## config.mk

```make
export PLATFORM = sky130hd
export DESIGN_NAME = register_bank
export DESIGN_NICKNAME = d
export VERILOG_FILES = /design/src/hdl/register_bank.sv
export VERILOG_INCLUDE_DIRS = /design/src /design/src/hdl
export SDC_FILE = /design/constraint.sdc
export NUM_CORES = 2
export LEC_CHECK = 0
export BUFFER_PORTS_ARGS = -buffer_cell sky130_fd_sc_hd__clkbuf_2
export CORE_UTILIZATION = 35
export CTS_CLUSTER_DIAMETER = 80
export DETAILED_ROUTE_END_ITERATION = 10
export GPL_TIMING_DRIVEN = 0
export SYNTH_ARGS = -nofsm -noshare
export SYNTH_HDL_FRONTEND = slang
export SYNTH_SLANG_ARGS = --single-unit
```

## constraint.sdc

```tcl
create_clock -name clock -period 3.7 [get_ports clock]
set_input_delay 0.185 -clock clock [delete_from_list [all_inputs] [get_ports clock]]
set_output_delay 0.185 -clock clock [all_outputs]
set_load 0.05 [all_outputs]
```

## src/hdl/cpu_consts.svh

```systemverilog
`ifndef CPU_CONSTS_SVH
`define CPU_CONSTS_SVH

// Data path and address width
`define XLEN 32

// Register index width, 32 registers
`define REG_ADDR_W 5

// Memory depths in words
`define ROM_WORDS 256
`define RAM_WORDS 256

`define RESET_PC 32'h0000_0000

// addi x0, x0, 0
`define NOP_INSTR 32'h0000_0013

`endif

```

## src/hdl/register_bank.sv

```systemverilog
`timescale 1ns/1ps
`default_nettype none

`include "cpu_consts.svh"

module register_bank (
    input  logic                   clock,
    input  logic                   arst_n,
    input  logic                   we,
    input  logic [`REG_ADDR_W-1:0] wa,
    input  logic [`XLEN-1:0]       wd,
    input  logic [`REG_ADDR_W-1:0] ra1,
    input  logic [`REG_ADDR_W-1:0] ra2,
    output logic [`XLEN-1:0]       rd1,
    output logic [`XLEN-1:0]       rd2
);
    logic [`XLEN-1:0] regs [1 << `REG_ADDR_W];

    always_ff @(posedge clock or negedge arst_n) begin
        if (!arst_n) begin
            for (int i = 0; i < (1 << `REG_ADDR_W); i++) begin
                regs[i] <= '0;
            end
        end else if (we && wa != '0) begin  // x0 never written
            regs[wa] <= wd;
        end
    end

    // Write-first, a read in the write cycle sees the new value
    assign rd1 = (ra1 == '0) ? '0 :
                 (we && wa == ra1) ? wd : regs[ra1];
    assign rd2 = (ra2 == '0) ? '0 :
                 (we && wa == ra2) ? wd : regs[ra2];

endmodule

`default_nettype wire

```

==> flow_summary.ini <==
[placement]
place_ws_ps = -1140
port_buffers = 102
place_congestion = 0.993
dp_hpwl_mm = 159

[layout]
final_util_pct = 40.2
largest_reg_flops = 1024
layout-drive-gt1-share_pct = 45.2
nFillCells = 14362
nets = 3982
regMostFlops = regs
area_growth_pct = 13.9
largestRegisters = regs (1024)
final_common_cell = dfrtp_1
layout_common_cells = dfrtp_1 (1024), mux2_2 (898), mux4_2 (412)

[route]
vias = 39625
drc_errors = 10
wire_per_inst_um = 39.3
drtIter0Drc = 5731
firstDrtPassIters = 9
wirelength_mm = 239
m1WireLength_mm = 90.1
wl_met2_mm = 100
postRouteAntennaNets = 0
routed.top_layer = met5
wl_met3_mm = 31.0
via_per_inst = 6.52

[pwr]
ir_drop_uv = 400
switching_share_pct = 30.4
total_power_w = 0.0340
p_per_area_nw_per_um2 = 548
leakagePower_nw = 26.8
power_frac_comb_pct = 22.8
clkPwrFrac_pct = 33.4
seqPwrFrac_pct = 43.8
power.internal_w = 0.0237
power.switching_w = 0.0104

[timing]
fmax_ghz = 0.258
hold_viol_final = 0
setup_ws_ps = -173
setup_viol = 23
slew_viol_final = 110
timing.slew.headroom_pct = -7.87
post-route-min-period_ps = 3870
worst_pin_slew_ps = 1620
finalClockSkew_ps = 0
period_share_pct = 105

[global_routing]
antenna_found_initial = 26
grt_max_degree = 111
grt_pass1_wl_mm = 326
grt.total_usage_pct = 30.1
overflow = 0
grt_pass1_vias = 39255

[critical_path]
max_stage_delay_ps = 850
end_kind = output pin
crit_fanout = 10
required_ps = 3510
critPathBufInv = 5
cpMaxStageDelayCell = buf_2
crit_type = primary input to output pin
critPathMostFrequentCell = clkbuf_2
cp_cell_sequence = clkbuf_2, buf_2, clkbuf_2, buf_2, mux2i_1, o221ai_1, o221a_1, clkbuf_2
cp-start-kind = primary input
path_delay_family = buffers and inverters
critical_path_arrival_ps = 3690

[cts]
cts_buffer_depth = 3
cts-buffers-inserted = 111
cts_max_level = 3
cts_tree = done
cts.sinks = 1024
postCtsSetupBuffers = 0
clk_pin_slew_ps = 60
cts-root-buf = clkbuf_16
clk_latency_ps = 780

[run]
cap_viol_max_count = 10

[synth]
synth_edf_count = 0
avgSynthCellArea_sq_um = 14.9
ys_warn_count = 0
yosysTopAreaCell = dfrtp_1
syn_nets = 3723
synth_cells = 3673
seq_area_frac_synth_pct = 47.0
yosysTopAreaCellShare_pct = 47.0
synth_area_sq_um = 54500
synth_seq_cells = 1024
async_flop_share_pct = 100
ys.flop_type = dfrtp_1
yosysUniqueCellTypes = 53
synth.area.top_cells = dfrtp_1 (47%), mux2_2 (19%), mux4_2 (17%), mux2i_1 (4.2%), mux2_1 (2.0%)

[status]
outcome = finished, violations left
violations = DRC, capacitance limit, slew limit, setup timing

[die]
start_util_pct = 35.3
die_area_sq_um = 157000
fp.coreArea_sq_um = 154000
io_pins = 114
fp.dieW_um = 397
std_cell_rows = 144
die_h_um = 397

[hold_path]
min_path_type = primary input to async pin
==> cells by family after synthesis <==
family,Yosys count,synth area share [%]
muxes,1634,41.7
DFF,1024,47.0
AOI/OAI and AO/OA,466,6.62
buffers and inverters,438,3.58
and+or+nand+nor,101,0.938
xor gates and xnor gates,10,0.161
==> through the flow <==
stage / cell area, sq um / hold WS [ps] / instances / setup TNS, ps
CTS: 62100 / 86.7 / 6065 / 0
global route: 62100 / 170 / 6066 / -6.58
global placement: 57600 / 455 / 5819 / -
floorplan: 54500 / -111 / 3673 / 0
detailed placement: 58000 / 313 / 5832 / -30680
finish: 62100 / 64.4 / 6078 / -1690
==> cells in the mapped netlist, types with 10 or more instances <==
library cell and instances:
dfrtp_1 1024, mux2_2 898, mux4_2 412, clkbuf_1 249, mux2i_1 227, mux2_1 97
a22oi_1 95, buf_2 88, a21oi_1 84, a22o_1 71, buf_1 62, o22ai_1 44
o221ai_1 43, nand2_1 38, a2111oi_0 26, nor2_1 24, buf_4 23, o211ai_1 17
a2111oi_2 15, buf_6 15, a221o_1 12, a32o_1 10, o21ai_0 10
==> final timing paths <==
check	from	endpoint	slack [ps]	cells after the start
max	ra2[2]	rd2[5]	-170	8
min	arst_n	regs[597]	60	2
max reg2reg	regs[45]	regs[45]	2870	1
min reg2reg	regs[1019]	regs[1019]	480	1
max in group asynchronous	arst_n	regs[33]	1510	5
min in group clock	wa[1]	regs[512]	170	4
==> power by group through the flow <==
stage,Clock [W],Combinational (W),Sequential (W)
after CTS,0.0114,0.00761,0.0148
after global placement,0,0.00738,0.0149
final,0.0114,0.00776,0.0149
after detailed placement,0,0.00754,0.0150
after floorplan,0,0.00538,0.0145
after global routing,0.0118,0.00808,0.0152
==> per-layer routing <==
layer,global-route usage (%),vias to the layer above
li1,-,14865
met1,38.6,21185
met2,42.7,2774
met3,11.8,785
met4,18.3,16
met5,0,-
==> timing repair <==
| action | CTS | global route |
|---|---|---|
| hold endpoints to repair | 143 | 0 |
| hold buffers | 33 | 0 |
| setup endpoints to repair | 61 | 34 |
| gates resized for setup | 58 | 28 |
==> final cells by class <==
class	instances	area, sq um	area share, %
multi-input combinational	2211	27000	43.5
sequential	1024	25600	41.2
clock buffer	172	3320	5.34
tap	2044	2560	4.12
buffer	435	2110	3.40
timing repair buffer	148	1180	1.90
clock inverter	29	303	0.487
antenna	14	35.0	0.0564
inverter	1	3.75	0.00604
Note: power is estimated with default switching activity, not from simulation.
