## config.mk

```make
export PLATFORM = sky130hd
export DESIGN_NAME = memory
export DESIGN_NICKNAME = d
export VERILOG_FILES = /design/src/hdl/cpu_pkg.sv /design/src/hdl/memory.sv
export VERILOG_INCLUDE_DIRS = /design/src /design/src/hdl
export SDC_FILE = /design/constraint.sdc
export NUM_CORES = 1
export LEC_CHECK = 0
export ABC_AREA = 1
export BUFFER_PORTS_ARGS = -buffer_cell sky130_fd_sc_hd__buf_4
export CORE_UTILIZATION = 29
export DETAILED_ROUTE_END_ITERATION = 6
export SLEW_MARGIN = 25
export SYNTH_ARGS = -nofsm -noshare
export SYNTH_HDL_FRONTEND = slang
export SYNTH_SLANG_ARGS = --single-unit
```

## constraint.sdc

```tcl
create_clock -name clock -period 0.8 [get_ports clock]
set_input_delay 0.08 -clock clock [delete_from_list [all_inputs] [get_ports clock]]
set_output_delay 0.08 -clock clock [all_outputs]
set_load 0.01 [all_outputs]
```

## src/hdl/cpu_consts.svh

```systemverilog
`ifndef CPU_CONSTS_SVH
`define CPU_CONSTS_SVH

// Data path and address width
`define XLEN 32

// Register index width, 32 registers
`define REG_ADDR_W 5

// Memory depths in words
`define ROM_WORDS 256
`define RAM_WORDS 256

`define RESET_PC 32'h0000_0000

// addi x0, x0, 0
`define NOP_INSTR 32'h0000_0013

`endif

```

## src/hdl/cpu_pkg.sv

```systemverilog
`default_nettype none

`include "cpu_consts.svh"

package cpu_pkg;

    // Major opcodes of the supported RV32I subset
    typedef enum logic [6:0] {
        OPC_OP     = 7'b0110011,
        OPC_OP_IMM = 7'b0010011,
        OPC_LUI    = 7'b0110111,
        OPC_LOAD   = 7'b0000011,
        OPC_STORE  = 7'b0100011,
        OPC_BRANCH = 7'b1100011
    } opcode_e;

    typedef enum logic [3:0] {
        ALU_ADD    = 4'd0,
        ALU_SUB    = 4'd1,
        ALU_AND    = 4'd2,
        ALU_OR     = 4'd3,
        ALU_XOR    = 4'd4,
        ALU_SLT    = 4'd5,
        ALU_PASS_B = 4'd6 // LUI
    } alu_op_e;

    typedef struct packed {
        logic             valid;
        logic [`XLEN-1:0] pc;
        logic [`XLEN-1:0] instr;
    } if_id_t;

    typedef struct packed {
        logic                  valid;
        logic [`XLEN-1:0]      pc;
        logic [`XLEN-1:0]      rs1_value;
        logic [`XLEN-1:0]      rs2_value;
        logic [`XLEN-1:0]      imm;
        alu_op_e               alu_op;
        logic                  alu_src_imm;
        logic                  branch;
        logic                  branch_ne;  // BNE when set, BEQ otherwise
        logic                  mem_read;
        logic                  mem_write;
        logic                  reg_write;
        logic [`REG_ADDR_W-1:0] rd;
    } id_ex_t;

    typedef struct packed {
        logic                   valid;
        logic [`XLEN-1:0]       result;     // ALU result or memory address
        logic [`XLEN-1:0]       store_data;
        logic                   mem_read;
        logic                   mem_write;
        logic                   reg_write;
        logic [`REG_ADDR_W-1:0] rd;
    } ex_mem_t;

    typedef struct packed {
        logic                   valid;
        logic [`XLEN-1:0]       result;
        logic [`XLEN-1:0]       load_data;
        logic                   mem_to_reg;
        logic                   reg_write;
        logic [`REG_ADDR_W-1:0] rd;
    } mem_wb_t;

endpackage

`default_nettype wire

```

## src/hdl/memory.sv

```systemverilog
`timescale 1ns/1ps
`default_nettype none

`include "cpu_consts.svh"

module memory (
    input  logic                            clock,
    input  logic                            arst_n,
    input  logic                            enable,
    input  cpu_pkg::ex_mem_t                ex_mem,
    output logic [$clog2(`RAM_WORDS)-1:0]   ram_addr,
    output logic [`XLEN-1:0]                ram_wdata,
    output logic                            ram_we,
    input  logic [`XLEN-1:0]                ram_rdata,
    output logic                            wb_we,
    output logic [`REG_ADDR_W-1:0]          wb_rd,
    output logic [`XLEN-1:0]                wb_data
);
    import cpu_pkg::*;

    mem_wb_t mem_wb;

    assign ram_addr  = ex_mem.result[$clog2(`RAM_WORDS)+1:2]; // Word aligned only
    assign ram_wdata = ex_mem.store_data;
    assign ram_we    = ex_mem.valid && ex_mem.mem_write && enable;

    always_ff @(posedge clock or negedge arst_n) begin
        if (!arst_n) begin
            mem_wb <= '0;
        end else if (enable) begin
            mem_wb.valid      <= ex_mem.valid;
            mem_wb.result     <= ex_mem.result;
            mem_wb.load_data  <= ram_rdata;
            mem_wb.mem_to_reg <= ex_mem.mem_read;
            mem_wb.reg_write  <= ex_mem.reg_write;
            mem_wb.rd         <= ex_mem.rd;
        end
    end

    // Writeback select, also the retirement trace
    assign wb_we   = mem_wb.valid && mem_wb.reg_write && enable;
    assign wb_rd   = mem_wb.rd;
    assign wb_data = mem_wb.mem_to_reg ? mem_wb.load_data : mem_wb.result;

endmodule

`default_nettype wire

```

==> run metrics <==
outcome finished with violations; failing checks design-rule violations, negative setup slack; Slowest cell on crit path dfrtp_1; Main synth FF type dfrtp_1; RSZ-0062 raised after global routing yes; Clock Power Share 37.2%; Leak 2.96 nW; most common cell in the netlist nand2_1; gr usage total 15.3%; CTS H-tree lvls 3; Worst path top cell family by delay flip-flops; worst-path fanout max 33; DR vias 3,205; Min Clock Period, post-route 1350 ps; Die X 112 µm; kind of critical path flip-flop to output pin; Ys Warns 0; share of cells above drive strength 1 30.6%; initial antenna violation count 0; Max Fclk 741 MHz; Setup crit start mem_wb[6]; clk_lat worst skew 320 ps; placed cells 669; synth unique cells 9; final worst slack -550 ps; crit path buf inv count 2; synth top area cells dfrtp_1 51%, nand2_1 33%, buf_4 9.8%; pre-CTS WS -212 ps; core area 11,600 µm²; Final setup viols 39; post-synthesis register bit count 72; clock transition at the registers of the reported paths 50 ps; number of port buffers 122; Final #Nets 720; Synth Instances 457; Data required, critical path 720 ps; fin util 46.9%; final hold vios 0; dpl hpwl 5.69 mm; Mapped Nets 565; first-pass GRT wire length 15.0 mm; largest net degree at the start of global routing 73; Max IR drop VDD 0.00128 V; CP cell instances buf_12 -> nand2_1 -> nand2_2 -> buf_4; die height 112 µm; Initial Util 30.3%; Crit Reg-Reg Startpoint mem_wb[6]; Rows 39; routability cong. 0.694; Slowest Stage Delay on Critical Path 430 ps; Worst Skew 0 ps; logic gate share of total power 21.7%; vias in the first global route 3,243; commonest cells in the netlist 313 x nand2_1, 72 x dfrtp_1, 46 x buf_4; full die area 12,600 µm²; Net Sw Power 2.56 mW; Tcrit/Tclk final 169%; Congestion Overflow GR 0; Tot Pwr 10.1 mW; DRC viols 11; sum of negative setup slack -17,960 ps; # fillers 1,095; aggregate routed wire length 9.21 mm; Cell Area, Synth 3520 µm²; Antenna Nets Post-Route 0; Initial DRC Count 157; FFs w/ async S/R, synth 100%; Slew headroom 73.9%; Clk Tree Root Cell clkbuf_16; final instance area 5440 µm²; max-cap viol count 0; Critical Path AT 1270 ps; CTS sink count 72; cells on worst reg2reg path 3; Seq pwr share 41.0%; Cell Int Power 7.55 mW; startpoint types flip-flop; WL/cell 12.2 µm; Hold Crit Class input pin to flip-flop; IO Count 187; Vias/cell 4.23; Levels on crit path 4; Cell Area, Placed 4370 µm²; Syn Area/Cell 7.70 µm²; worst hold path depth 3; Crit. End Element output pin; Layout Cells excl Fill 757; Worst-Margin Slew 392 ps; Sw Share 25.3%; Area Overhead vs Synth 54.6%; CTS tree built; Num CTS Buffers 9; antenna cell count 0; Seq/Total Area, Yosys 51.2%; Yosys top cell by area dfrtp_1; Power Dens Cells 1860 nW/µm²; Hold Path Origin ex_mem[72]; Final Max Tran Viols 0; clock buffer depth 2; EDFF count, synth 0; worst hold margin 29.8 ps; DR pass1 iterations 6; post-synth top area share 51.2%
## cells in the final DEF (no fill, tap or decap), drive strengths merged
cell type / synthesis / routed
clkbuf: 0 / 13
dfrtp: 72 / 72
bufbuf: 0 / 1
nand2: 313 / 313
inv: 3 / 3
dlygate4sd3: 0 / 72
buf: 67 / 138
nor2: 2 / 2
## registers in the layout, indices dropped and copies added, names as in the netlist
signal / flops
mem_wb: 67
wb_rd: 5
## repair_timing
action / 4_1_cts / 5_1_grt
hold endpoints to repair: 143 / 0
setup buffers: 1 / 1
resized for setup: 6 / 0
setup endpoints to repair: 40 / 39
cloned: 1 / 0
hold buffers: 72 / 0
## cell type report
class	count	area [µm²]	area share, %
Inverter	3	18.8	0.345
Clock buffer	13	280	5.15
Tap cell	143	179	3.29
Multi-Input combinational cell	315	1270	23.3
Timing Repair Buffer	211	1900	34.8
Sequential cell	72	1800	33.1
## path summary, 6_finish.rpt
path                       slack [ps]     endpoint
setup / recovery                 -550  wb_data[12]
hold reg to reg                   470   mem_wb[70]
setup reg to reg                  -60    mem_wb[6]
hold / removal                     30   mem_wb[71]
min in group asynchronous         320   mem_wb[61]
max in group asynchronous         180   mem_wb[14]
## layer usage
metal	global-route usage (%)	share of wire, %	vias up
met5	0	0	-
met4	6.58	2.1	0
met3	3.89	5.1	21
met2	27.5	50	101
met1	17.1	43	1464
li1	-	-	1619
## power by group through the flow
stage	clock network (mW)	registers [mW]	logic (mW)
2_1_floorplan	0	4.16	1.17
3_3_place_gp	0	4.19	1.87
3_5_place_dp	0	4.20	1.89
4_1_cts	3.90	4.15	2.22
5_1_grt	4.07	4.19	2.41
6_report	3.76	4.15	2.20
## kinds of logic (layout without fill, tap and decap cells)
kind of cell	Yosys count	in the layout	share of synthesized area [%]
simple gates	315	315	33.6
flops	72	72	51.2
buf+inv	70	227	15.2
## worst reg2reg max path, delay by kind of cell (launching register included)
family / cells / cell delay, ps
and+or+nand+nor: 2 / 120
buffers and inverters: 1 / 200
DFF: 1 / 430
(Power assumes the default switching activity.)
