### src/hdl/cpu_consts.svh
`ifndef CPU_CONSTS_SVH
`define CPU_CONSTS_SVH

// Data path and address width
`define XLEN 32

// Register index width, 32 registers
`define REG_ADDR_W 5

// Memory depths in words
`define ROM_WORDS 256
`define RAM_WORDS 256

`define RESET_PC 32'h0000_0000

// addi x0, x0, 0
`define NOP_INSTR 32'h0000_0013

`endif

### src/hdl/cpu_pkg.sv
`default_nettype none

`include "cpu_consts.svh"

package cpu_pkg;

    // Major opcodes of the supported RV32I subset
    typedef enum logic [6:0] {
        OPC_OP     = 7'b0110011,
        OPC_OP_IMM = 7'b0010011,
        OPC_LUI    = 7'b0110111,
        OPC_LOAD   = 7'b0000011,
        OPC_STORE  = 7'b0100011,
        OPC_BRANCH = 7'b1100011
    } opcode_e;

    typedef enum logic [3:0] {
        ALU_ADD    = 4'd0,
        ALU_SUB    = 4'd1,
        ALU_AND    = 4'd2,
        ALU_OR     = 4'd3,
        ALU_XOR    = 4'd4,
        ALU_SLT    = 4'd5,
        ALU_PASS_B = 4'd6 // LUI
    } alu_op_e;

    typedef struct packed {
        logic             valid;
        logic [`XLEN-1:0] pc;
        logic [`XLEN-1:0] instr;
    } if_id_t;

    typedef struct packed {
        logic                  valid;
        logic [`XLEN-1:0]      pc;
        logic [`XLEN-1:0]      rs1_value;
        logic [`XLEN-1:0]      rs2_value;
        logic [`XLEN-1:0]      imm;
        alu_op_e               alu_op;
        logic                  alu_src_imm;
        logic                  branch;
        logic                  branch_ne;  // BNE when set, BEQ otherwise
        logic                  mem_read;
        logic                  mem_write;
        logic                  reg_write;
        logic [`REG_ADDR_W-1:0] rd;
    } id_ex_t;

    typedef struct packed {
        logic                   valid;
        logic [`XLEN-1:0]       result;     // ALU result or memory address
        logic [`XLEN-1:0]       store_data;
        logic                   mem_read;
        logic                   mem_write;
        logic                   reg_write;
        logic [`REG_ADDR_W-1:0] rd;
    } ex_mem_t;

    typedef struct packed {
        logic                   valid;
        logic [`XLEN-1:0]       result;
        logic [`XLEN-1:0]       load_data;
        logic                   mem_to_reg;
        logic                   reg_write;
        logic [`REG_ADDR_W-1:0] rd;
    } mem_wb_t;

endpackage

`default_nettype wire

### src/hdl/fetch.sv
`timescale 1ns/1ps
`default_nettype none

`include "cpu_consts.svh"

module fetch (
    input  logic                            clock,
    input  logic                            arst_n,
    input  logic                            enable,
    input  logic                            redirect,
    input  logic [`XLEN-1:0]                redirect_pc,
    output logic [$clog2(`ROM_WORDS)-1:0]   rom_addr,
    input  logic [`XLEN-1:0]                rom_data,
    output cpu_pkg::if_id_t                 if_id
);
    logic [`XLEN-1:0] pc;

    assign rom_addr = pc[$clog2(`ROM_WORDS)+1:2]; // Word index

    always_ff @(posedge clock or negedge arst_n) begin
        if (!arst_n) begin
            pc    <= `RESET_PC;
            if_id <= '0;
        end else if (enable) begin
            if (redirect) begin
                // Taken branch in execute, drop the word fetched now
                pc          <= redirect_pc;
                if_id.valid <= 1'b0;
                if_id.pc    <= pc;
                if_id.instr <= `NOP_INSTR;
            end else begin
                pc          <= pc + 'd4;
                if_id.valid <= 1'b1;
                if_id.pc    <= pc;
                if_id.instr <= rom_data;
            end
        end
    end

endmodule

`default_nettype wire

### config.mk
export PLATFORM = sky130hd
export DESIGN_NAME = fetch
export DESIGN_NICKNAME = d
export VERILOG_FILES = /design/src/hdl/cpu_pkg.sv /design/src/hdl/fetch.sv
export VERILOG_INCLUDE_DIRS = /design/src /design/src/hdl
export SDC_FILE = /design/constraint.sdc
export NUM_CORES = 1
export LEC_CHECK = 0
export BUFFER_PORTS_ARGS = -buffer_cell sky130_fd_sc_hd__clkbuf_2
export CORE_MARGIN = 2
export CORE_UTILIZATION = 56
export DETAILED_ROUTE_END_ITERATION = 6
export GPL_TIMING_DRIVEN = 0
export PLACE_DENSITY = 0.86
export REMOVE_ABC_BUFFERS = 1
export SKIP_CTS_REPAIR_TIMING = 1
export SYNTH_ARGS = -nofsm -noshare
export SYNTH_HDL_FRONTEND = slang
export SYNTH_SLANG_ARGS = --single-unit
### constraint.sdc
create_clock -name clock -period 4.4 [get_ports clock]
set_input_delay 0.66 -clock clock [delete_from_list [all_inputs] [get_ports clock]]
set_output_delay 0.66 -clock clock [all_outputs]
set_load 0.1 [all_outputs]
==> impl_metrics.env <==
export IMPL_setup_viol=0
export IMPL_max_cap_viol_count=0
export IMPL_critPathSlowestCell="nand2_1"
export IMPL_p_seq_share_pct=39.5
export IMPL_worst_slew_margin_rel_pct=26.8
export IMPL_highest_achievable_clock_rate_mhz=386
export IMPL_grt_pass1_vias=3661
export IMPL_synth_edff_count=0
export IMPL_holdWs_ns=0.336
export IMPL_io_pins=141
export IMPL_finalCritPeriodShare_pct=58.9
export IMPL_synth_top_cells_by_area="dfrtp_1 52%, mux2_2 6.7%, a31o_2 5.2%, nor2b_1 4.1%, o22ai_1 2.9%"
export IMPL_setup_worst_path_start_class="input pin"
export IMPL_portBuffers=140
export IMPL_layout_min_cycle_time_ns=2.59
export IMPL_core_area_sq_um=8180
export IMPL_drt_wl_total_microns=10900
export IMPL_ant_diodes=0
export IMPL_timing_critical_path_cells="clkbuf_8 -> nand2_1 -> mux2_2"
export IMPL_rsz0062_at_grt="false"
export IMPL_firstDrtPassIters=4
export IMPL_std_cell_rows=33
export IMPL_synth_warning_count=0
export IMPL_cellPowerDensity_nw_per_um2=523
export IMPL_finalNetCount=621
export IMPL_place_congestion=0.817
export IMPL_initial_antenna_violation_count=0
export IMPL_power_frac_comb_pct=39.6
export IMPL_tritoncts_num_sinks=97
export IMPL_drcViolationCount=0
export IMPL_clockPowerShare_pct=20.9
export IMPL_path_class="in -> reg"
export IMPL_grt_remaining_overflow=0
export IMPL_final_instance_count_excl_fill=662
export IMPL_switchingPower_w=0.00139
export IMPL_worstSkewPairLatency_ns=0.36
export IMPL_postSynthRegisterBits=97
export IMPL_vias=3828
export IMPL_postRouteAntennaNets=0
export IMPL_synth_largest_area_cell="dfrtp_1"
export IMPL_cp_data_required_time_ns=4.66
export IMPL_static_leakage_power_nw=2.64
export IMPL_ys_async_sr_fraction_pct=100
export IMPL_max_vdd_ir_drop_mv=0.349
export IMPL_drtIter0Drc=217
export IMPL_final_layout_size_suffix_gt1_share_pct=40.6
export IMPL_routedWlPerCell_microns=16.5
export IMPL_crit_path_end_kind="register"
export IMPL_hold_class="in -> async"
export IMPL_clock_path_buffers=2
export IMPL_grt_start_max_net_pins=157
export IMPL_layout_overhead_on_the_synthesized_area_pct=18.8
export IMPL_clk_root_buffer_cell="clkbuf_8"
export IMPL_clkSlewWorstSetupHoldPaths_ns=0.10
export IMPL_clock_tree_from_tritoncts="yes"
export IMPL_die_h_microns=95.5
export IMPL_cts_max_level=3
export IMPL_final_setup_skew_ns=0.00871
export IMPL_avg_inst_size_synth_sq_um=10.7
export IMPL_worst_path_largest_cell_delay_ns=0.91
export IMPL_gr_usage_all_layers_pct=24.8
export IMPL_design_die_area_sq_um=9110
export IMPL_synth_largest_type_area_fraction_pct=51.8
export IMPL_hold_viol_final=0
export IMPL_worst_setup_path_startpoint="enable"
export IMPL_detailed_place_hpwl_microns=7360
export IMPL_floorplan_initialDensity_pct=57.3
export IMPL_power_internal_w=0.00152
export IMPL_viasPerCell=5.78
export IMPL_worstReg2RegStart="pc[2]$_DFFE_PN0P_"
export IMPL_die_width_microns=95.5
export IMPL_tritoncts_buffers=9
export IMPL_post_synth_inst_count=437
export IMPL_netlist_cell_type_count=43
export IMPL_timing_worst_slew_pin_value_ns=1.10
export IMPL_power_switching_fraction_pct=47.9
export IMPL_grt_first_pass_wirelength_microns=17500
export IMPL_timing_final_max_slew_violations=0
export IMPL_placed_cells_incl_taps=646
export IMPL_synth_seq_area_share_pct=51.8
export IMPL_crit_path_dat_ns=2.85
export IMPL_cell_area_after_synthesis_sq_um=4680
export IMPL_crit_path_max_fanout=156
export IMPL_status="completed"
export IMPL_synth_flop_cell="dfrtp_1"
[cell usage in the layout, fill, tap and decap left out, drive strengths merged]
cell / n
clkinv: 1
inv: 16
and3: 9
a31o: 28
a31oi: 2
a21oi: 25
ha: 1
nand4: 11
bufinv: 1
nor4: 8
o221a: 1
and2b: 1
nand2: 20
clkinvlp: 1
o211ai: 1
clkbuf: 149
nand2b: 3
mux2: 30
o22ai: 22
o22a: 1
o21a: 2
mux2i: 13
nor2: 27
nor3: 5
and2: 3
o21ai: 16
a311oi: 4
nand3: 23
nor2b: 31
dfrtp: 97
buf: 1
o31ai: 1
and4: 2
a41o: 1
[worst max-delay path: cells and delay by family]
| kind | cells | cell delay, ns |
|---|---|---|
| simple gates | 1 | 0.91 |
| buf+inv | 1 | 0.64 |
| mux | 1 | 0.55 |
[stage by stage]
stage                     worst slack, ns  cell area [sq um]  TNS (ns)  total power (W)  util, %
after floorplan                      1.88               4490         0          0.00207        -
after global placement             -0.417               5320     -8.69          0.00229     65.1
after detailed placement             1.41               5360         0          0.00232     65.5
after CTS                            1.82               5570         0          0.00293     68.1
after global routing                 1.62               5570         0          0.00303     68.1
final                                1.81               5570         0          0.00291     68.1
[worst paths after layout]
kind | endpoint | slack (ns) | cells past startpoint
worst max-delay path | pc[1]$_DFFE_PN0P_ | 1.81 | 3
worst min-delay path | if_id[42]$_DFFE_PN0P_ | 0.34 | 1
worst max register to register | pc[20]$_DFFE_PN0P_ | 2.24 | 6
worst min register to register | if_id[47]$_DFFE_PN0P_ | 0.52 | 1
max in group asynchronous | if_id[24]$_DFFE_PN0P_ | 3.39 | 2
min in group clock | if_id[30]$_DFFE_PN0P_ | 0.51 | 3
[cells by family after synthesis]
logic type               after synthesis  synth area share, %
multiplexers                          43                 9.99
AND/OR/NAND/NOR                      143                 17.8
AO/OA/AOI/OAI                        104                 15.0
adder cells (fa/ha/maj)                1                0.267
flip-flops                            97                 51.8
buffers and inverters                 49                 5.15
[routing by layer]
| layer | track usage, % | wire [microns] |
|---|---|---|
| met5 | 0 | 0 |
| met4 | 10.7 | 255 |
| met3 | 6.80 | 807 |
| met2 | 39.5 | 5220 |
| met1 | 31.9 | 4660 |
[power groups by stage]
stage	clock network, W	registers (W)	logic (W)
global route	0.000660	0.00117	0.00120
finish	0.000609	0.00115	0.00115
floorplan	0	0.00185	0.000217
global placement	0	0.00115	0.00114
detailed placement	0	0.00116	0.00116
CTS	0.000624	0.00115	0.00116
[registers in the layout, indices dropped and copies added (netlist names)]
signal	count
pc	32
if_id	65
[cell usage after synthesis, types with 2 or more instances]
cell type  number
nand2_1        20
and2_1          2
o22ai_1        22
mux2_2         28
nand4_4         2
o21ai_0        14
clkbuf_1       20
buf_6           3
nor4_1          4
a31o_2         28
o21a_1          2
nor2b_1        31
mux2i_1        13
nor3_1          4
inv_1          12
nand2b_1        3
dfrtp_1        97
nand3_1        22
mux2_1          2
nand4_1         9
a21oi_1        25
and4_1          2
nor2_1         27
a311oi_1        3
buf_1           4
a31oi_1         2
buf_4           9
o21ai_1         2
and3_1          9
nor4_2          3
[cell type report]
class                      count  area, sq um
timing repair buffer         141          739
fill                         645         2610
multi-input combinational    291         2020
sequential                    97         2430
clock inverter                 7         83.8
inverter                      12         45.0
clock buffer                   9          124
tap                          105          131
(Power assumes the default switching activity.)
