`config.mk`:
```
export PLATFORM = sky130hd
export DESIGN_NAME = execute
export DESIGN_NICKNAME = d
export VERILOG_FILES = /design/src/hdl/cpu_pkg.sv /design/src/hdl/execute.sv
export VERILOG_INCLUDE_DIRS = /design/src /design/src/hdl
export SDC_FILE = /design/constraint.sdc
export NUM_CORES = 1
export LEC_CHECK = 0
export ABC_CLOCK_PERIOD_IN_PS = 4000
export BUFFER_PORTS_ARGS = -buffer_cell sky130_fd_sc_hd__buf_4
export CORE_ASPECT_RATIO = 1.5
export CORE_MARGIN = 2
export CORE_UTILIZATION = 56
export CTS_CLUSTER_DIAMETER = 200
export DETAILED_ROUTE_END_ITERATION = 12
export MAX_ROUTING_LAYER = met4
export PLACE_DENSITY_LB_ADDON = 0.2
export SETUP_SLACK_MARGIN = 0.02
export SLEW_MARGIN = 40
export SYNTH_ARGS = -nofsm -noshare
export SYNTH_HDL_FRONTEND = slang
export SYNTH_SLANG_ARGS = --single-unit
```
`constraint.sdc`:
```
create_clock -name clock -period 4 [get_ports clock]
set_input_delay 0.4 -clock clock [delete_from_list [all_inputs] [get_ports clock]]
set_output_delay 0.4 -clock clock [all_outputs]
set_load 0.005 [all_outputs]
```
`src/hdl/cpu_consts.svh`:
```
`ifndef CPU_CONSTS_SVH
`define CPU_CONSTS_SVH

// Data path and address width
`define XLEN 32

// Register index width, 32 registers
`define REG_ADDR_W 5

// Memory depths in words
`define ROM_WORDS 256
`define RAM_WORDS 256

`define RESET_PC 32'h0000_0000

// addi x0, x0, 0
`define NOP_INSTR 32'h0000_0013

`endif

```
`src/hdl/cpu_pkg.sv`:
```
`default_nettype none

`include "cpu_consts.svh"

package cpu_pkg;

    // Major opcodes of the supported RV32I subset
    typedef enum logic [6:0] {
        OPC_OP     = 7'b0110011,
        OPC_OP_IMM = 7'b0010011,
        OPC_LUI    = 7'b0110111,
        OPC_LOAD   = 7'b0000011,
        OPC_STORE  = 7'b0100011,
        OPC_BRANCH = 7'b1100011
    } opcode_e;

    typedef enum logic [3:0] {
        ALU_ADD    = 4'd0,
        ALU_SUB    = 4'd1,
        ALU_AND    = 4'd2,
        ALU_OR     = 4'd3,
        ALU_XOR    = 4'd4,
        ALU_SLT    = 4'd5,
        ALU_PASS_B = 4'd6 // LUI
    } alu_op_e;

    typedef struct packed {
        logic             valid;
        logic [`XLEN-1:0] pc;
        logic [`XLEN-1:0] instr;
    } if_id_t;

    typedef struct packed {
        logic                  valid;
        logic [`XLEN-1:0]      pc;
        logic [`XLEN-1:0]      rs1_value;
        logic [`XLEN-1:0]      rs2_value;
        logic [`XLEN-1:0]      imm;
        alu_op_e               alu_op;
        logic                  alu_src_imm;
        logic                  branch;
        logic                  branch_ne;  // BNE when set, BEQ otherwise
        logic                  mem_read;
        logic                  mem_write;
        logic                  reg_write;
        logic [`REG_ADDR_W-1:0] rd;
    } id_ex_t;

    typedef struct packed {
        logic                   valid;
        logic [`XLEN-1:0]       result;     // ALU result or memory address
        logic [`XLEN-1:0]       store_data;
        logic                   mem_read;
        logic                   mem_write;
        logic                   reg_write;
        logic [`REG_ADDR_W-1:0] rd;
    } ex_mem_t;

    typedef struct packed {
        logic                   valid;
        logic [`XLEN-1:0]       result;
        logic [`XLEN-1:0]       load_data;
        logic                   mem_to_reg;
        logic                   reg_write;
        logic [`REG_ADDR_W-1:0] rd;
    } mem_wb_t;

endpackage

`default_nettype wire

```
`src/hdl/execute.sv`:
```
`timescale 1ns/1ps
`default_nettype none

`include "cpu_consts.svh"

module execute (
    input  logic             clock,
    input  logic             arst_n,
    input  logic             enable,
    input  cpu_pkg::id_ex_t  id_ex,
    output logic             redirect,
    output logic [`XLEN-1:0] redirect_pc,
    output cpu_pkg::ex_mem_t ex_mem
);
    import cpu_pkg::*;

    logic [`XLEN-1:0] op_a;
    logic [`XLEN-1:0] op_b;
    logic [`XLEN-1:0] alu_result;
    logic             equal;

    assign op_a = id_ex.rs1_value;
    assign op_b = id_ex.alu_src_imm ? id_ex.imm : id_ex.rs2_value;

    always_comb begin
        case (id_ex.alu_op)
            ALU_ADD:    alu_result = op_a + op_b;
            ALU_SUB:    alu_result = op_a - op_b; // Wraps
            ALU_AND:    alu_result = op_a & op_b;
            ALU_OR:     alu_result = op_a | op_b;
            ALU_XOR:    alu_result = op_a ^ op_b;
            ALU_SLT:    alu_result = {{(`XLEN-1){1'b0}}, $signed(op_a) < $signed(op_b)};
            ALU_PASS_B: alu_result = op_b;
            default:    alu_result = op_a + op_b;
        endcase
    end

    // Branch compare always uses the register value of rs2
    assign equal       = (id_ex.rs1_value == id_ex.rs2_value);
    assign redirect    = id_ex.valid && id_ex.branch && (id_ex.branch_ne ? !equal : equal);
    assign redirect_pc = id_ex.pc + id_ex.imm;

    always_ff @(posedge clock or negedge arst_n) begin
        if (!arst_n) begin
            ex_mem <= '0;
        end else if (enable) begin
            ex_mem.valid      <= id_ex.valid;
            ex_mem.result     <= alu_result;
            ex_mem.store_data <= id_ex.rs2_value;
            ex_mem.mem_read   <= id_ex.mem_read;
            ex_mem.mem_write  <= id_ex.mem_write;
            ex_mem.reg_write  <= id_ex.reg_write;
            ex_mem.rd         <= id_ex.rd;
        end
    end

endmodule

`default_nettype wire

```
==> results of run 1 <==
## critical path: stages
cell and delay [ps]:
buf_4 130, ha_1 220, inv_1 70, fa_1 200, nor2b_1 70, o2111ai_1 150, o21ai_0 170, o41ai_2 320
o211ai_1 270, a211o_1 390, a21oi_1 190, nor2_1 100, a311oi_1 350, xnor2_1 170, buf_4 130
## power by group through the flow
stage	Combinational [mW]	Sequential, mW	Clock [mW]
after CTS	1.88	0.915	0.849
after floorplan	1.03	0.919	0
after global routing	2.06	0.926	0.872
after global placement	1.85	0.922	0
after detailed placement	1.87	0.927	0
final	1.91	0.917	0.849
## cell type report
cell class | count | area (um^2)
flip-flops and latches | 73 | 1830
clock buffers | 10 | 239
repair buffers | 314 | 2380
multi-input cells | 1010 | 7380
fillers | 1450 | 4710
inverters | 114 | 428
well taps | 213 | 267
clock inverters | 4 | 45.0
## layer usage
| metal | wire length (um) | vias up |
|---|---|---|
| met5 | 0 | - |
| met4 | 2680 | 0 |
| met3 | 3180 | 164 |
| met2 | 17900 | 638 |
| met1 | 13900 | 5206 |
| li1 | - | 5095 |
## Yosys cell counts, types with 10 or more instances
library cell,number,share of area
inv_1,113,0.043
dfrtp_1,73,0.19
clkbuf_1,56,0.021
xor2_1,11,0.0098
ha_1,127,0.16
a21oi_1,130,0.066
o211ai_1,16,0.012
nor3_1,28,0.014
a221oi_1,16,0.014
nand3_1,23,0.012
nor2_1,120,0.046
o31ai_1,10,0.0076
nand2_1,53,0.020
mux2_2,62,0.071
mux2i_1,15,0.015
a21o_1,21,0.016
o21bai_1,22,0.017
a22oi_1,14,0.011
xnor2_1,64,0.057
nand2b_1,14,0.0089
o21ai_0,74,0.038
a31oi_1,22,0.014
nand4_1,20,0.013
o22ai_1,11,0.0070
## metrics by stage
stage          cells   util  power [mW]  cell area [um^2]  setup WS (ps)
5_1_grt         1738  0.727        3.86             12600           57.4
2_1_floorplan   1263      -        1.95              9860           57.2
4_1_cts         1737  0.726        3.64             12500            117
6_report        1738  0.727        3.68             12600            274
3_3_place_gp    1723  0.710        2.77             12300            141
3_5_place_dp    1723  0.710        2.80             12300           58.2
## timing repair
item	CTS	global route
gates resized for setup	0	1
endpoints found under the setup margin	0	3
setup buffers	0	1
hold buffers	0	0
## cell usage in the layout (no fill, tap or decap), types with 26 or more instances in the layout
cell type | netlist | layout
buf_4 | 0 | 312
mux2_2 | 62 | 62
xnor2_1 | 64 | 64
ha_1 | 127 | 127
nor2_1 | 120 | 120
o21ai_0 | 74 | 74
dfrtp_1 | 73 | 73
a21oi_1 | 130 | 130
nor3_1 | 28 | 26
nand2_1 | 53 | 53
inv_1 | 113 | 113
## cell families after synthesis
family,after synthesis
multiplexers,77
buffers and inverters,180
AND/OR/NAND/NOR,311
AO/OA/AOI/OAI,417
XOR/XNOR,75
flip-flops,73
adder cells (fa/ha/maj),130
## worst min-delay path by stage
| stage | start | to | slack, ps | cells after the start |
|---|---|---|---|---|
| after floorplan | arst_n | ex_mem[0]$_DFFE_PN0P_ | 100 | 0 |
| after global placement | ex_mem[41]$_DFFE_PN0P_ | ex_mem[41]$_DFFE_PN0P_ | 460 | 1 |
| after detailed placement | ex_mem[41]$_DFFE_PN0P_ | ex_mem[41]$_DFFE_PN0P_ | 470 | 1 |
| after CTS | arst_n | ex_mem[63]$_DFFE_PN0P_ | 130 | 1 |
| after global routing | arst_n | ex_mem[71]$_DFFE_PN0P_ | 150 | 1 |
| final | arst_n | ex_mem[63]$_DFFE_PN0P_ | 80 | 1 |
==> flow_summary_export.csv, run 1 <==
group,metric,value,unit
sta,fin_crit_sh,0.932,
cts,insertion_delay,350,ps
critical_path,startpoint,"id_ex[15]",
cells_and_area,top_regs,"ex_mem (73)",
critical_path,reg2reg_to,"ex_mem[68]$_DFFE_PN0P_",
yosys,synth_adder_area_share,0.167,
die,die_w,112,um
grt,gr-usage-met3,0.0666,
sta,tightest_slew,789,ps
sta,worst_hold_slack,79.7,ps
cts,cts.sinks,73,
yosys,synth_edf_count,0,
yosys,synth-xor-area-share,0.0666,
critical_path,worstPathArrival,3330,ps
cells_and_area,largest_register_ffs,73,
critical_path,rrSetupSlack,2920,ps
grt,grt_use_met1,0.463,
critical_path,worst-setup-path-type,"primary input to output pin",
run,cap_violations,0,
power,powerDensity,293,mW/mm^2
critical_path,critical_path.endpoint,"redirect_pc[30]",
die,core.rowCount,59,
cts,htree_levels,3,
min_path,worstHoldPathType,"primary input to async pin",
yosys,ys.flop_type,"dfrtp_1",
route,routedWlPerCell,21.7,um
critical_path,r2r_start,"ex_mem[68]$_DFFE_PN0P_",
route,drt-vias-per-instance,6.39,
power,p_int,2.22,mW
die,start_util,0.571,
sta,period_needed,3730,ps
sta,drv_slew,0,
cells_and_area,drive_gt1_frac,0.270,
route,drt_first_pass_iters,7,
power,p_leak,6.02,nW
sta,setup_viol,0,
route,wirelength,37700,um
route,ant_nets,0,
sta,skew,0,ps
yosys,synth_compound_area_frac,0.277,
critical_path,worst-path-max-fanout,4,
cells_and_area,top_register,"ex_mem",
placement,post-dp-hpwl,29700,um
yosys,synthesis.instances,1263,
placement,gp_routability_congestion,1.01,
power,seqPwrFrac,0.249,
cts,clockBufferDepth,2,
route,via_count,11103,
die,io_pins,253,
yosys,postSynthAreaPerCell,7.80,um^2
power,ir_worst_vdd,239,uV
yosys,ys_warn_count,0,
yosys,ys_seq_elements,73,
critical_path,startpoint_type,"primary input",
route,drcViolationCount,0,
cts,clockRootBuffer,"clkbuf_16",
die,core_area,0.0173,mm^2
grt,grt_pass1_wl,58300,um
yosys,seq_area_frac_synth,0.185,
power,comb_power_share,0.520,
grt,grt_most_used_layer,"met2",
sta,max_freq,268,MHz
power,swShare,0.396,
grt,overflow,0,
die,fp.dieH,166,um
grt,track_usage,0.405,
yosys,synth_fp_nets,1540,
grt,grt_max_degree,74,
yosys,yosys.area_share.simple,0.149,
route,drt-initial-drc-count,1079,
cells_and_area,area_growth,27.5,%
power,switchingPower,1.46,mW
grt,grt_pass1_vias,11166,
yosys,synth_top_family_by_area,"compound AO/OA/AOI/OAI gates",
sta,setup_tns,0,ps
critical_path,end_kind,"output pin",
cts,numCtsBuffers,9,
sta,slew_headroom,0.469,
grt,grtUsageMet2,0.660,
grt,antenna_found_initial,0,
yosys,ys_types,74,
yosys,syn_area,0.00986,mm^2
cells_and_area,antenna_cells,0,
critical_path,critPathRequiredTime,3600,ps
die,die-area,0.0187,mm^2
power,clockPowerShare,0.231,
cells_and_area,nets,1799,
yosys,synthMuxAreaShare,0.0861,
placement,port-buffer-count,252,
sta,rsz0062_at_grt,"false",
critical_path,r2r_cells,3,
cts,cts.clk_slew.worst_paths,70,ps
yosys,async_reset_ff_frac,1.00,
cts,cts_tree,"built",
outcome,status,"finished clean",
sta,finalHoldViolations,0,
Power figures use the tool's default switching activity.
==> run 2: changes to the inputs <==
==> constraint.sdc (replaced) <==
create_clock -name clock -period 4 [get_ports clock]
set_input_delay 0.8 -clock clock [delete_from_list [all_inputs] [get_ports clock]]
set_output_delay 0.8 -clock clock [all_outputs]
set_load 0.005 [all_outputs]
==> flow_summary_export.csv, run 2 (same netlist as run 1, synthesis figures left out) <==
group,metric,value,unit
outcome,status,"complete, but fails checks",
outcome,violations,"negative setup slack",
grt,antenna_found_initial,0,
die,core.rowCount,59,
cells_and_area,nets,1986,
die,die-area,0.0187,mm^2
placement,pre_cts_slack,-378,ps
cts,cts_tree,"built",
die,io_pins,253,
cells_and_area,antenna_cells,0,
sta,rsz0062_at_grt,"true",
cells_and_area,layout_common_cells,"488 x buf_4, 118 x ha_1, 116 x a21oi_1, 116 x nor2_1, 111 x inv_1",
sta,skew,0,ps
cts,insertion_delay,360,ps
sta,slew_headroom,0.406,
cells_and_area,final_common_cell,"buf_4",
power,p_total,4.16,mW
cts,clockRootBuffer,"clkbuf_16",
grt,grt_pass1_vias,12987,
cts,numCtsBuffers,9,
cells_and_area,final_util,0.833,
placement,gp_routability_congestion,1.04,
route,wirelength,48600,um
sta,max_freq,221,MHz
cts,htree_levels,3,
route,drt-initial-drc-count,1850,
grt,overflow,0,
cells_and_area,largest_register_ffs,73,
cts,cts.clk_slew.worst_paths,70,ps
grt,grt_most_used_layer,"met2",
critical_path,worst-path-max-fanout,3,
route,drcViolationCount,0,
cts,clockBufferDepth,2,
grt,track_usage,0.484,
critical_path,worstPathArrival,3730,ps
critical_path,end_kind,"output pin",
sta,finalHoldViolations,0,
sta,period_needed,4530,ps
grt,grt_pass1_wl,69400,um
power,p_leak,7.00,nW
die,start_util,0.571,
route,drt_first_pass_iters,8,
placement,post-dp-hpwl,32500,um
power,ir_worst_vdd,241,uV
grt,grt_max_degree,74,
route,via_count,12950,
placement,port-buffer-count,252,
critical_path,rrSetupSlack,2940,ps
critical_path,startpoint_type,"primary input",
sta,fin_crit_sh,1.13,
run,cap_violations,0,
sta,setup_tns,-2540,ps
sta,setup_viol,12,
die,core_area,0.0173,mm^2
cells_and_area,fillers,1043,
sta,tightest_slew,891,ps
grt,gr-usage-met3,0.0881,
sta,layout_setup_ws,-527,ps
cells_and_area,top_regs,"ex_mem (73)",
critical_path,critPathRequiredTime,3200,ps
cells_and_area,top_register,"ex_mem",
die,die_w,112,um
min_path,worstHoldPathType,"register to register",
route,ant_nets,0,
cells_and_area,drive_gt1_frac,0.383,
cts,cts.sinks,73,
route,drt-vias-per-instance,6.72,
sta,drv_slew,0,
critical_path,worst-setup-path-type,"primary input to output pin",
power,powerDensity,289,mW/mm^2
grt,grt_use_met1,0.523,
sta,worst_hold_slack,481,ps
grt,grtUsageMet2,0.772,
route,routedWlPerCell,25.2,um
die,fp.dieH,166,um
cells_and_area,area_growth,46.0,%
run 2: cell count changes in the layout (fill, tap and decap cells not counted), sizes merged:
cell	before	now
clkinv	3	4
inv	114	115
clkinvlp	0	2
clkbuf	11	9
bufinv	1	0
buf	313	501
run 2: path summary, 6_finish.rpt:
path / startpoint / endpoint / depth (start not counted)
hold / removal: ex_mem[41]$_DFFE_PN0P_ / ex_mem[41]$_DFFE_PN0P_ / 1
setup reg to reg: ex_mem[58]$_DFFE_PN0P_ / ex_mem[58]$_DFFE_PN0P_ / 4
setup / recovery: id_ex[15] / redirect_pc[30] / 16
max in group asynchronous: arst_n / ex_mem[46]$_DFFE_PN0P_ / 1
min in group asynchronous: arst_n / ex_mem[65]$_DFFE_PN0P_ / 1
hold reg to reg: ex_mem[41]$_DFFE_PN0P_ / ex_mem[41]$_DFFE_PN0P_ / 1
run 2: per-stage QoR:
step	area [um^2]	std cells
finish	14400	1927
global route	14400	1927
CTS	14100	1919
detailed placement	13600	1898
global placement	13600	1898
floorplan	9930	1263
run 2: repair_timing:
action                                  4_1_cts  5_1_grt
resized for setup                            35       49
endpoints found under the setup margin       10       25
pin swaps                                    22       36
hold buffers                                  0        0
setup buffers                                 6       10
run 2: worst max-delay path, cell delays in order:
cell,delay (ps)
buf_8,100
ha_4,160
inv_2,60
fa_2,230
nor2b_4,50
o2111ai_2,170
o21ai_2,100
o41ai_2,300
buf_4,210
o211ai_1,150
a211o_1,390
a21oi_2,230
nor2_2,90
a311oi_2,340
xnor2_1,190
buf_4,160
run 2: cell type report:
cell class / count / area [um^2] / share of cell area
clock buffers: 9 / 225 / 0.0157
clock inverters: 7 / 55.1 / 0.00383
inverters: 114 / 428 / 0.0297
multi-input cells: 1010 / 7750 / 0.539
flip-flops and latches: 73 / 1830 / 0.127
well taps: 213 / 267 / 0.0185
repair buffers: 501 / 3830 / 0.266
run 2: power breakdown:
part / internal (mW) / total (mW) / switching [mW]
clock: 0.427 / 0.847 / 0.420
combinational: 1.14 / 2.39 / 1.25
sequential: 0.843 / 0.918 / 0.0749
total: 2.41 / 4.16 / 1.74
run 2: routing by layer:
metal / vias up / part of all wire
met5: - / 0
li1: 5473 / -
met2: 1134 / 0.45
met4: 0 / 0.10
met1: 5919 / 0.34
met3: 424 / 0.11
==> run 3: changes to the inputs <==
Settings changed: ABC_CLOCK_PERIOD_IN_PS 4000 to 5720, TNS_END_PERCENT from default to 20.
Clock period 4 ns to 5.72 ns, I/O delays scaled along.
==> flow_summary_export.csv, run 3 (same netlist as run 1, synthesis figures left out) <==
group,metric,value,unit
cts,cts_tree,"built",
power,powerDensity,210,mW/mm^2
sta,period_needed,5310,ps
critical_path,startpoint_type,"primary input",
route,drt-vias-per-instance,6.36,
route,route.met3.wl,2650,um
sta,skew,0,ps
die,core_area,0.0173,mm^2
run,cap_violations,0,
die,die-area,0.0187,mm^2
grt,antenna_found_initial,0,
route,wl_met2,17800,um
cts,insertion_delay,360,ps
placement,port-buffer-count,252,
die,core.rowCount,59,
die,die_w,112,um
route,drt-initial-drc-count,961,
cts,clockBufferDepth,2,
critical_path,critPathRequiredTime,4580,ps
sta,setup_tns,0,ps
critical_path,worst-setup-path-type,"primary input to output pin",
route,top_layer_used,"met4",
cells_and_area,final_util,0.709,
grt,grt_pass1_wl,57300,um
die,start_util,0.571,
sta,max_freq,188,MHz
critical_path,worstPathArrival,4160,ps
cts,cts.sinks,73,
placement,post-dp-hpwl,28700,um
cts,cts.clk_slew.worst_paths,70,ps
critical_path,worst-path-max-fanout,4,
grt,overflow,0,
power,seqPwrFrac,0.248,
route,ant_nets,0,
grt,track_usage,0.398,
die,io_pins,253,
cts,htree_levels,3,
power,clockPowerShare,0.255,
route,routedWlPerCell,21.7,um
cells_and_area,top_register,"ex_mem",
grt,grt_pass1_vias,10775,
critical_path,r2r_cells,3,
route,wirelength,36800,um
sta,finalHoldViolations,0,
placement,gp_routability_congestion,0.998,
critical_path,end_kind,"output pin",
cts,numCtsBuffers,9,
cells_and_area,nets,1752,
sta,fin_crit_sh,0.928,
min_path,hold_depth,1,
cts,postCtsSetupBuffers,0,
cells_and_area,final_common_cell,"buf_4",
die,fp.dieH,166,um
cts,cts_resized,0,
route,drt_first_pass_iters,5,
sta,slew_headroom,0.373,
min_path,min-delay-start,"ex_mem[41]$_DFFE_PN0P_",
sta,drv_slew,0,
power,p_total,2.58,mW
critical_path,rrSetupSlack,4650,ps
critical_path,reg2reg_to,"ex_mem[68]$_DFFE_PN0P_",
cells_and_area,largest_register_ffs,73,
cells_and_area,drive_gt1_frac,0.249,
route,drcViolationCount,0,
cells_and_area,layout_common_cells,"265 x buf_4, 130 x a21oi_1, 127 x ha_1",
power,p_leak,5.80,nW
sta,worst_hold_slack,487,ps
min_path,worstHoldPathType,"register to register",
min_path,holdPathEnd,"ex_mem[41]$_DFFE_PN0P_",
sta,setup_viol,0,
outcome,status,"finished clean",
cts,clockRootBuffer,"clkbuf_16",
cells_and_area,antenna_cells,0,
sta,rsz0062_at_grt,"false",
power,p_int,1.57,mW
power,ir_worst_vdd,151,uV
cells_and_area,top_regs,"ex_mem (73)",
power,switchingPower,1.01,mW
route,wl_met1,14200,um
power,swShare,0.392,
critical_path,r2r_start,"ex_mem[68]$_DFFE_PN0P_",
power,comb_power_share,0.497,
cts,cts_hold_buffers,0,
cells_and_area,area_growth,24.3,%
route,via_count,10760,
grt,grt_max_degree,76,
sta,tightest_slew,932,ps
run 3: changes by cell type in the layout (fill, tap and decap cells not counted), moves of 4 or more:
cell     change
buf_4      -223
a21oi_1     +14
buf_6        -7
o21ai_0      +7
a21oi_2     -13
ha_4         -8
o21ai_2      -4
ha_1         +9
run 3: worst max path at each step:
stage	from	endpoint	slack, ps
floorplan	id_ex[10]	ex_mem[69]$_DFFE_PN0P_	720
global placement	id_ex[15]	redirect_pc[30]	420
detailed placement	id_ex[15]	redirect_pc[30]	340
CTS	id_ex[15]	redirect_pc[30]	330
global route	id_ex[15]	redirect_pc[30]	50
finish	id_ex[15]	redirect_pc[30]	410
run 3: final cells by class:
cell class | instances | area (um^2)
Tap cell | 213 | 267
Sequential cell | 73 | 1830
Multi-Input combinational cell | 1010 | 7390
Clock buffer | 10 | 239
Clock inverter | 6 | 88.8
Inverter | 114 | 428
Fill cell | 1476 | 5030
Timing Repair Buffer | 267 | 2010
run 3: critical path: stages:
cell	delay, ps
buf_4	120
ha_1	210
inv_1	70
fa_1	200
nor2b_1	70
o2111ai_1	180
o21ai_0	170
o41ai_2	380
o211ai_1	280
a211o_1	400
a21oi_1	190
nor2_1	100
a311oi_1	350
xnor2_1	160
buf_4	130
run 3: metal layers:
metal | global-route usage | up-vias
li1 | - | 5009
met4 | 0.227 | 0
met5 | - | -
met1 | 0.464 | 5064
met3 | 0.0553 | 130
met2 | 0.652 | 557
run 3: power by group through the flow:
stage | sequential [mW] | clock, mW | combinational (mW)
2_1_floorplan | 0.643 | 0 | 0.721
3_3_place_gp | 0.643 | 0 | 1.24
3_5_place_dp | 0.646 | 0 | 1.25
4_1_cts | 0.637 | 0.658 | 1.26
5_1_grt | 0.645 | 0.672 | 1.39
6_report | 0.638 | 0.658 | 1.28
run 3: through the flow:
stage / area [um^2] / worst slack [ps] / std cells
2_1_floorplan: 9860 / 715 / 1263
3_3_place_gp: 11900 / 421 / 1677
3_5_place_dp: 11900 / 341 / 1677
4_1_cts: 12200 / 335 / 1693
5_1_grt: 12200 / 51.8 / 1693
6_report: 12200 / 413 / 1693
